<file path="src/include/apu_consts.svh">
`ifndef APU_CONSTS_SVH
`define APU_CONSTS_SVH

// register window of the audio and i/o block
// 4000h..401Fh, matched with the mask below
`define APU_WIN_BASE 16'h4000

// upper eleven address bits select the window
`define APU_WIN_MASK 16'hFFE0

// width of the offset field inside the window
// the offset values themselves are enumerated in apu_pkg
`define APU_OFF_W 5

// sprite data port of the picture unit
// every dma byte is written here
`define OAM_DATA_ADDR 16'h2004

// bytes per sprite dma, one full page
`define DMA_BYTES 256

`endif

</file>
<file path="src/apu_pkg.sv">
package apu_pkg;

    // sprite dma sequencer states
    // idle: cpu owns the bus
    // align: single dead cycle before the first read
    // read/write: one byte moved per pair
    typedef enum logic [1:0] {
        IDLE  = 2'd0,
        ALIGN = 2'd1,
        READ  = 2'd2,
        WRITE = 2'd3
    } dma_state_t;

    // register offsets inside the 4000h window
    // only the ones this block decodes
    typedef enum logic [4:0] {
        // page register, write starts the dma
        OAMDMA = 5'h14,
        // controller 1, strobe on write, serial bit on read
        CTRL1  = 5'h16,
        // controller 2, read only here
        CTRL2  = 5'h17
    } reg_off_t;

endpackage

</file>
<file path="src/oam_dma_fsm.sv">
`timescale 1ns/1ps
`include "apu_consts.svh"

module oam_dma_fsm (
    input  logic                clk,
    input  logic                rst,
    input  logic [15:0]         cpu_addr_i,
    input  logic [7:0]          cpu_data_i,
    input  logic                cpu_rw_i,
    input  logic                cpu_rdy_i,
    input  logic                last_i,
    output logic                dma_en_o,
    output apu_pkg::dma_state_t state_o,
    output logic [7:0]          page_o,
    output logic                count_en_o,
    output logic                count_clr_o
);

    apu_pkg::dma_state_t state_q;
    apu_pkg::dma_state_t state_d;
    logic                win_hit;
    logic                start;

    // cpu write to 4014h, only while the cpu is actually running
    assign win_hit = (cpu_addr_i & `APU_WIN_MASK) == `APU_WIN_BASE;
    assign start   = win_hit && !cpu_rw_i && cpu_rdy_i
                     && cpu_addr_i[`APU_OFF_W-1:0] == apu_pkg::OAMDMA;

    always_comb begin
        state_d = state_q;
        case (state_q)
            apu_pkg::IDLE:  if (start) state_d = apu_pkg::ALIGN;
            apu_pkg::ALIGN: state_d = apu_pkg::READ;
            apu_pkg::READ:  state_d = apu_pkg::WRITE;
            // loop until the final byte has been written
            apu_pkg::WRITE: state_d = last_i ? apu_pkg::IDLE : apu_pkg::READ;
            default:        state_d = apu_pkg::IDLE;
        endcase
    end

    always_ff @(posedge clk) begin
        if (rst) begin
            state_q  <= apu_pkg::IDLE;
            dma_en_o <= 1'b0;
        end else begin
            state_q <= state_d;
            // takeover level, set with the start and dropped after the last write
            if (state_q == apu_pkg::IDLE && start) begin
                dma_en_o <= 1'b1;
            end else if (state_q == apu_pkg::WRITE && last_i) begin
                dma_en_o <= 1'b0;
            end
        end
    end

    // source page, high address byte of every read
    always_ff @(posedge clk) begin
        if (state_q == apu_pkg::IDLE && start) begin
            page_o <= cpu_data_i;
        end
    end

    assign state_o = state_q;

    // counter cleared in the dead cycle, advanced once per write
    assign count_clr_o = state_q == apu_pkg::ALIGN;
    assign count_en_o  = state_q == apu_pkg::WRITE;

    // takeover level and sequencer must never disagree
    a_en_matches_state: assert property (
        @(posedge clk) disable iff (rst)
        dma_en_o == (state_q != apu_pkg::IDLE)
    );

endmodule

</file>
<file path="src/dma_counter.sv">
`timescale 1ns/1ps
`include "apu_consts.svh"

module dma_counter (
    input  logic       clk,
    input  logic       rst,
    input  logic       clr_i,
    input  logic       count_en_i,
    output logic [7:0] byte_idx_o,
    output logic       last_o
);

    // index of the final byte of the page
    localparam logic [7:0] LAST_IDX = 8'(`DMA_BYTES - 1);

    logic [7:0] cnt_q;

    always_ff @(posedge clk) begin
        if (rst) begin
            cnt_q <= '0;
        end else if (clr_i) begin
            // clear beats count
            cnt_q <= '0;
        end else if (count_en_i) begin
            // wrap back to zero after the final byte
            if (cnt_q == LAST_IDX) begin
                cnt_q <= '0;
            end else begin
                cnt_q <= cnt_q + 8'd1;
            end
        end
    end

    assign byte_idx_o = cnt_q;
    assign last_o     = cnt_q == LAST_IDX;

    // sequencer clears only in the dead cycle, never in a write cycle
    a_no_clr_with_count: assert property (
        @(posedge clk) disable iff (rst)
        !(clr_i && count_en_i)
    );

endmodule

</file>
<file path="src/ctrl_port.sv">
`timescale 1ns/1ps
`include "apu_consts.svh"

module ctrl_port (
    input  logic        clk,
    input  logic        rst,
    input  logic [15:0] cpu_addr_i,
    input  logic [7:0]  cpu_data_i,
    input  logic        cpu_rw_i,
    input  logic [1:0]  ctrl_data_i,
    output logic [2:0]  ctrl_strobe_o,
    output logic [1:0]  ctrl_out_o,
    output logic [7:0]  rd_data_o,
    output logic        rd_hit_o
);

    logic win_hit;
    logic win_rd;
    logic win_wr;
    logic [`APU_OFF_W-1:0] off;

    assign win_hit = (cpu_addr_i & `APU_WIN_MASK) == `APU_WIN_BASE;
    assign win_rd  = win_hit && cpu_rw_i;
    assign win_wr  = win_hit && !cpu_rw_i;
    assign off     = cpu_addr_i[`APU_OFF_W-1:0];

    // control side: strobe latch, clock pulses, read-select flag
    always_ff @(posedge clk) begin
        if (rst) begin
            ctrl_strobe_o <= '0;
            ctrl_out_o    <= '0;
            rd_hit_o      <= 1'b0;
        end else begin
            rd_hit_o <= win_rd;
            // clock lines only pulse for a single cycle
            ctrl_out_o <= '0;
            if (win_wr && off == apu_pkg::CTRL1) begin
                ctrl_strobe_o <= cpu_data_i[2:0];
            end
            if (win_rd && off == apu_pkg::CTRL1) begin
                ctrl_out_o[0] <= 1'b1;
            end
            if (win_rd && off == apu_pkg::CTRL2) begin
                ctrl_out_o[1] <= 1'b1;
            end
        end
    end

    // read data, zero unless a controller port was read
    always_ff @(posedge clk) begin
        rd_data_o <= '0;
        if (win_rd && off == apu_pkg::CTRL1) begin
            rd_data_o <= {7'h00, ctrl_data_i[0]};
        end else if (win_rd && off == apu_pkg::CTRL2) begin
            rd_data_o <= {7'h00, ctrl_data_i[1]};
        end
    end

    // only one controller is clocked per cpu read
    a_one_clock_line: assert property (
        @(posedge clk) disable iff (rst)
        ctrl_out_o != 2'b11
    );

endmodule

</file>
<file path="src/bus_arbiter.sv">
`timescale 1ns/1ps
`include "apu_consts.svh"

module bus_arbiter (
    input  logic                clk,
    input  logic                rst,
    input  logic                dma_en_i,
    input  apu_pkg::dma_state_t state_i,
    input  logic [7:0]          page_i,
    input  logic [7:0]          byte_idx_i,
    input  logic [15:0]         cpu_addr_i,
    input  logic [7:0]          cpu_data_i,
    input  logic                cpu_rw_i,
    input  logic                rdy_i,
    input  logic [7:0]          bus_data_i,
    input  logic [7:0]          rd_data_i,
    input  logic                rd_hit_i,
    output logic [15:0]         bus_addr_o,
    output logic [7:0]          bus_data_o,
    output logic                bus_rw_o,
    output logic [7:0]          cpu_data_o,
    output logic                cpu_rdy_o
);

    logic [7:0] dma_byte_q;

    // byte fetched in read, replayed in the following write
    always_ff @(posedge clk) begin
        if (state_i == apu_pkg::READ) begin
            dma_byte_q <= bus_data_i;
        end
    end

    // bus master select by dma state
    always_comb begin
        bus_addr_o = cpu_addr_i;
        bus_data_o = cpu_data_i;
        bus_rw_o   = cpu_rw_i;
        case (state_i)
            apu_pkg::READ: begin
                bus_addr_o = {page_i, byte_idx_i};
                bus_rw_o   = 1'b1;
            end
            apu_pkg::WRITE: begin
                bus_addr_o = `OAM_DATA_ADDR;
                bus_data_o = dma_byte_q;
                bus_rw_o   = 1'b0;
            end
            default: ;
        endcase
    end

    // cpu halted for the whole transfer
    assign cpu_rdy_o  = rdy_i && !dma_en_i;
    // register read from last cycle wins over the system bus
    assign cpu_data_o = rd_hit_i ? rd_data_i : bus_data_i;

    // every read is followed by a write of that same byte to the sprite port
    a_read_then_oam_write: assert property (
        @(posedge clk) disable iff (rst)
        state_i == apu_pkg::READ |=>
            state_i == apu_pkg::WRITE && !bus_rw_o
            && bus_addr_o == `OAM_DATA_ADDR && bus_data_o == $past(bus_data_i)
    );

endmodule

</file>
<file path="src/apu_bus.sv">
`timescale 1ns/1ps

module apu_bus (
    input  logic        clk,
    input  logic        rst,
    input  logic [15:0] cpu_addr_i,
    input  logic [7:0]  cpu_data_i,
    input  logic        cpu_rw_i,
    input  logic        rdy_i,
    input  logic [7:0]  bus_data_i,
    input  logic [1:0]  ctrl_data_i,
    output logic [15:0] bus_addr_o,
    output logic [7:0]  bus_data_o,
    output logic        bus_rw_o,
    output logic [7:0]  cpu_data_o,
    output logic        cpu_rdy_o,
    output logic [2:0]  ctrl_strobe_o,
    output logic [1:0]  ctrl_out_o
);

    // dma sequencing
    logic                dma_en;
    apu_pkg::dma_state_t dma_state;
    logic [7:0]          page;
    logic                count_en;
    logic                count_clr;
    logic [7:0]          byte_idx;
    logic                last;

    // register read return
    logic [7:0] rd_data;
    logic       rd_hit;

    // start decode sees the gated ready, so a stalled cpu cannot start a dma
    oam_dma_fsm u_oam_dma_fsm (
        .clk         (clk),
        .rst         (rst),
        .cpu_addr_i  (cpu_addr_i),
        .cpu_data_i  (cpu_data_i),
        .cpu_rw_i    (cpu_rw_i),
        .cpu_rdy_i   (cpu_rdy_o),
        .last_i      (last),
        .dma_en_o    (dma_en),
        .state_o     (dma_state),
        .page_o      (page),
        .count_en_o  (count_en),
        .count_clr_o (count_clr)
    );

    dma_counter u_dma_counter (
        .clk        (clk),
        .rst        (rst),
        .clr_i      (count_clr),
        .count_en_i (count_en),
        .byte_idx_o (byte_idx),
        .last_o     (last)
    );

    // controller registers at 4016h/4017h
    ctrl_port u_ctrl_port (
        .clk           (clk),
        .rst           (rst),
        .cpu_addr_i    (cpu_addr_i),
        .cpu_data_i    (cpu_data_i),
        .cpu_rw_i      (cpu_rw_i),
        .ctrl_data_i   (ctrl_data_i),
        .ctrl_strobe_o (ctrl_strobe_o),
        .ctrl_out_o    (ctrl_out_o),
        .rd_data_o     (rd_data),
        .rd_hit_o      (rd_hit)
    );

    bus_arbiter u_bus_arbiter (
        .clk        (clk),
        .rst        (rst),
        .dma_en_i   (dma_en),
        .state_i    (dma_state),
        .page_i     (page),
        .byte_idx_i (byte_idx),
        .cpu_addr_i (cpu_addr_i),
        .cpu_data_i (cpu_data_i),
        .cpu_rw_i   (cpu_rw_i),
        .rdy_i      (rdy_i),
        .bus_data_i (bus_data_i),
        .rd_data_i  (rd_data),
        .rd_hit_i   (rd_hit),
        .bus_addr_o (bus_addr_o),
        .bus_data_o (bus_data_o),
        .bus_rw_o   (bus_rw_o),
        .cpu_data_o (cpu_data_o),
        .cpu_rdy_o  (cpu_rdy_o)
    );

endmodule

</file>
<file path="config.mk">
export PLATFORM = sky130hd
export DESIGN_NAME = apu_bus
export DESIGN_NICKNAME = d
export VERILOG_FILES = /design/src/apu_pkg.sv /design/src/oam_dma_fsm.sv /design/src/dma_counter.sv /design/src/ctrl_port.sv /design/src/bus_arbiter.sv /design/src/apu_bus.sv
export VERILOG_INCLUDE_DIRS = /design/src /design/src/include
export SDC_FILE = /design/constraint.sdc
export NUM_CORES = 1
export LEC_CHECK = 0
export ABC_CLOCK_PERIOD_IN_PS = 2000
export CAP_MARGIN = 15
export CORE_UTILIZATION = 50
export CTS_CLUSTER_SIZE = 16
export DETAILED_ROUTE_END_ITERATION = 7
export DONT_BUFFER_PORTS = 1
export MAX_ROUTING_LAYER = met4
export PLACE_DENSITY = 0.77
export SKIP_LAST_GASP = 1
export SLEW_MARGIN = 20
export SYNTH_ARGS = -nofsm -noshare
export SYNTH_HDL_FRONTEND = slang
export SYNTH_SLANG_ARGS = --single-unit
</file>
<file path="constraint.sdc">
create_clock -name clk -period 2 [get_ports clk]
set_input_delay 0.2 -clock clk [delete_from_list [all_inputs] [get_ports clk]]
set_output_delay 0.2 -clock clk [all_outputs]
set_load 0.02 [all_outputs]
</file>
# Word-level counts from Yosys, hierarchy flattened
# Cells that the tools add are included.
[word_totals]
regBits = 41
output_inout_bits = 39
[op_classes]
add_sub_neg = 1
n_eq_ne = 9
muxes = 14
reduce_logical = 15
[op_table]
columns = ["operator", "count"]
rows = [
  ["one-hot mux 16 bit (2 select lines)", 1],
  ["2-to-1 mux 8 bit", 3],
  ["equality test 5 bit, second input constant", 3],
  ["equality test 11 x 10 -> 1 bit, second input constant", 1],
  ["logical AND 1 bit", 10],
  ["adder 8 x 1 -> 8 bit, second input constant", 1],
  ["equality test 8 bit, second input constant", 1],
  ["one-hot mux 2 bit (4 select lines)", 1],
  ["2-to-1 mux 1 bit", 6],
  ["equality test 2 bit, second input constant", 2],
  ["2-to-1 mux 2 bit", 2],
  ["equality test 2 x 1 -> 1 bit, second input constant", 1],
  ["logical NOT 1 bit", 2],
  ["logical NOT 2 bit", 1],
  ["inequality test 2 x 1 -> 1 bit, second input constant", 1],
  ["one-hot mux 1 bit (2 select lines)", 1],
  ["nonzero test 2 bit", 1],
  ["OR reduction 2 bit", 1],
]

# Longest topological paths before layout
[depth]
word_depth = 6
mapped_depth = 6
depth_no_buf = 5

# By module
# From an unflattened synthesis, not the netlist that was laid out.
[hier_totals]
hier_cells = 159
hier_area_um2 = 1866.8
[by_module_without_submodules]
columns = ["mod", "instances", "cells_per_inst", "area_per_inst_um2"]
rows = [
  ["bus_arbiter", 1, 49, 668.1],
  ["oam_dma_fsm", 1, 30, 440.4],
  ["ctrl_port", 1, 37, 384.1],
  ["dma_counter", 1, 43, 374.1],
]

# Worst setup path after synthesis
# OpenSTA, ideal clock, no wires.
[synth_path]
path_kind = "register to output"
start = "register u_oam_dma_fsm.state_q[1], in the netlist u_oam_dma_fsm.state_o[1]"
end = "output bus_addr_o[10]"
arrival_time_ns = 1.739
slack_ns = 0.061
stages_incl_launch_ff = 5
cell_sequence = "dfxtp_1 > clkbuf_1 > clkinv_1 > nor2_1 > a22o_1"
[synth_between]
elab_chain_cells = 2
word_cells_on_any_way = 3
classes_between = "2 x eq/ne; 1 x mux"
[synth_rtl]
columns = ["element", "line", "rtl"]
rows = [
  ["start: declaration", "oam_dma_fsm.sv:19", "apu_pkg::dma_state_t state_q;"],
  ["start signal: assignment", "oam_dma_fsm.sv:43", "state_q <= apu_pkg::IDLE;"],
  ["start signal: assignment", "oam_dma_fsm.sv:46", "state_q <= state_d;"],
  ["equality test 2 bit", "bus_arbiter.sv:39", "case (state_i)"],
  ["one-hot mux 16 bit (2 select lines) *", "bus_arbiter.sv:39", ""],
  ["end: declaration", "apu_bus.sv:12", "output logic [15:0] bus_addr_o,"],
]
# Every way passes the cells marked *; elsewhere a longest branch is shown, timed or not.

# Final worst setup path
[layout_path]
start = "register u_oam_dma_fsm.state_q[0], in the netlist u_oam_dma_fsm.state_o[0]"
end = "output bus_data_o[7]"
[layout_between]
elab_chain_cells = 2
[layout_rtl]
columns = ["element", "line", "rtl"]
rows = [
  ["equality test 2 bit", "bus_arbiter.sv:39", ""],
  ["2-to-1 mux 8 bit", "bus_arbiter.sv:39", ""],
  ["end: declaration", "apu_bus.sv:13", "output logic [7:0] bus_data_o,"],
]
# No other way between the ends.

==> out/metrics.yaml <==
run_status:
  status: "complete, no violations"
clocking:
  cts_setup_buffers: 0
  clk_pin_slew_ns: 0.10
  insertion_delay_ns: 0.33
  cts_max_level: 2
  clockBufferDepth: 2
  cts_tree: "built"
  cts_root_buffer: "clkbuf_4"
  clock_sinks: 34
  numCtsBuffers: 5
global_route:
  grt_pass1_vias: 1436
  grt_start_max_net_pins: 17
  grt.total_usage_pct: 25.5
  grt_pass1_wl_um: 6350
  gr-total-overflow: 0
  antenna_found_initial: 0
yosys:
  synthCells: 179
  synth_area_leaders: "edfxtp_1 (28%), dfxtp_1 (21%), nand2_1 (8.8%)"
  synth_area_per_cell_um2: 9.51
  synth_top_area_cell: "edfxtp_1"
  yosysWarnings: 0
  synth_top_area_share_pct: 28.2
  synth-seq-cells: 34
  synth_fp_nets: 218
  synth_flop_cell: "dfxtp_1"
  yosysSeqAreaShare_pct: 49.4
  synth_area_mm2: 0.00170
  synth_edf_count: 16
  ys_types: 40
  synthArstFlopShare_pct: 0
cells_and_area:
  n_antenna_cell: 0
  drive_gt1_share_pct: 9.41
  design_area_mm2: 0.00201
  fillers: 265
  fin_nets: 241
  finish.utilization_pct: 63.6
  area_growth_pct: 17.8
  fin_cells: 246
timing:
  finalMaxSlewViolations: 0
  finalHoldViolCount: 0
  rsz0062_at_grt: "no"
  setup_ws_ns: 0.134
  finalCriticalPeriod_ns: 1.87
  max-slew-margin-rel_pct: 64.0
  max_clock_freq_mhz: 536
  setup_viol: 0
  worstMarginPinSlew_ns: 0.536
  skew_ns: 0.00995
  finalCritPeriodShare_pct: 93.3
worst_setup_path:
  cp-end-kind: "output pin"
  worst-setup-path-type: "flip-flop to output pin"
  critPathRequiredTime_ns: 1.80
  arrival_ns: 1.67
  crit_fanout: 15
  cp-start-kind: "flip-flop"
die:
  ios: 77
  coreArea_mm2: 0.00315
  die_h_um: 60.4
  die_area_mm2: 0.00364
  std_cell_rows: 20
  start_util_pct: 54.0
  fp.dieW_um: 60.4
route:
  drt-vias-per-instance: 6.00
  ant_nets: 0
  first_iter_violations: 97
  first_pass_iters: 4
  vias: 1477
  wl_per_cell_um: 17.4
  wirelength_um: 4280
  drcViolationCount: 0
flow_run:
  drv_cap: 0
pwr:
  vdd_drop_max_mv: 0.348
  leakagePower_nw: 0.763
  p_per_area_mw_per_mm2: 663
place:
  dp.cells: 220
  placed_area_mm2: 0.00174
  post-dp-hpwl_um: 3040
  place_ws_ns: -0.0314
  port_buffers: 0
  routabilityCongestion: 0.857
hold_path:
  hold_path_class: "input pin to flip-flop"
-- cells in the mapped netlist, types with 2 or more instances --
| library cell | number |
|---|---|
| or3_1 | 2 |
| a21oi_1 | 9 |
| nand3_1 | 5 |
| edfxtp_1 | 16 |
| xor2_1 | 5 |
| and3_1 | 3 |
| nand2b_1 | 2 |
| dfxtp_1 | 18 |
| inv_1 | 4 |
| nor3_1 | 7 |
| o2bb2ai_1 | 6 |
| nor4_1 | 4 |
| nor2_1 | 10 |
| clkbuf_1 | 4 |
| a21o_1 | 2 |
| o21ai_0 | 4 |
| nand4_1 | 4 |
| nor2b_1 | 7 |
| buf_6 | 2 |
| a22o_1 | 6 |
| nand2_1 | 40 |
-- cell type report --
type | count | area, um^2 | share of cell area (%)
tap | 44 | 55.1 | 2.74
multi-input combinational | 132 | 792 | 39.5
sequential | 34 | 841 | 41.9
clock buffer | 5 | 37.5 | 1.87
timing repair buffer | 24 | 228 | 11.4
inverter | 5 | 18.8 | 0.936
clock inverter | 2 | 33.8 | 1.68
-- power breakdown --
part / switching (mW) / internal, mW
Combinational: 0.0797 / 0.0509
Sequential: 0.0000121 / 0.726
Clock: 0.221 / 0.253
-- registers in the layout (all words and copies together) (netlist names) --
register / cells
u_ctrl_port.rd_data_o: 1
u_ctrl_port.rd_hit_o: 1
u_ctrl_port.ctrl_strobe_o: 3
u_oam_dma_fsm.page_o: 8
u_bus_arbiter.dma_byte_q: 8
u_dma_counter.byte_idx_o: 8
u_oam_dma_fsm.dma_en_o: 1
u_ctrl_port.ctrl_out_o: 2
u_oam_dma_fsm.state_o: 2
-- worst max-delay path, stage by stage, from the launching register on --
cell     delay [ns]
dfxtp_1        0.39
buf_4          0.23
and2_1         0.27
buf_4          0.20
nand2_1        0.07
nand2_1        0.17
-- per-layer routing --
layer  vias up  wire [um]  global-route usage, %
li1        689          -                      -
met1       705       1650                   28.3
met2        73       2180                   41.6
met3        10        339                   6.82
met4         0        109                   14.0
met5         -          0                      -
-- kinds of logic after synthesis --
group	count (synthesis)	synth area share, %
compound gates	31	13.2
xor+xnor	5	2.57
fa+ha+maj	1	0.735
buf+inv	13	4.55
flops	34	49.4
mux	2	1.25
simple gates	93	28.4
-- through the flow --
stage	hold WS (ns)	power, mW	setup TNS (ns)
global placement	0.271	0.842	-0.0294
detailed placement	0.274	0.841	-0.251
finish	0.0173	1.33	0
global route	0.0260	1.37	0
CTS	0.00347	1.34	0
floorplan	0.279	0.837	0
-- cells in the final DEF, fill, tap and decap left out, drive strengths merged, types with 3 or more instances in the layout --
cell         instances
a21oi                9
xor2                 5
nand4                4
and3                 3
nor2                10
dfxtp               18
inv                  4
a22o                 7
buf                  5
o2bb2ai              6
nand3                5
nand2               40
dlygate4sd3         19
nor3                 8
or3                  3
nor4                 4
clkbuf               5
nor2b                7
o21ai                4
edfxtp              16
-- what timing repair did --
item / in CTS / in global routing
hold endpoints to repair: 25 / 0
setup endpoints to repair: 8 / 8
hold buffers: 19 / 0
gates resized for setup: 1 / 2
-- path summary, 6_finish.rpt --
check / startpoint / to / slack, ns / cells past startpoint
hold / removal: cpu_data_i[0] / u_ctrl_port.ctrl_strobe_o[0] / 0.02 / 2
hold reg to reg: u_oam_dma_fsm.dma_en_o / u_oam_dma_fsm.dma_en_o / 0.52 / 2
setup / recovery: u_oam_dma_fsm.state_o[0] / bus_data_o[7] / 0.13 / 5
setup reg to reg: u_dma_counter.byte_idx_o[0] / u_oam_dma_fsm.dma_en_o / 0.32 / 5
Note: power is estimated with default switching activity, not from simulation.
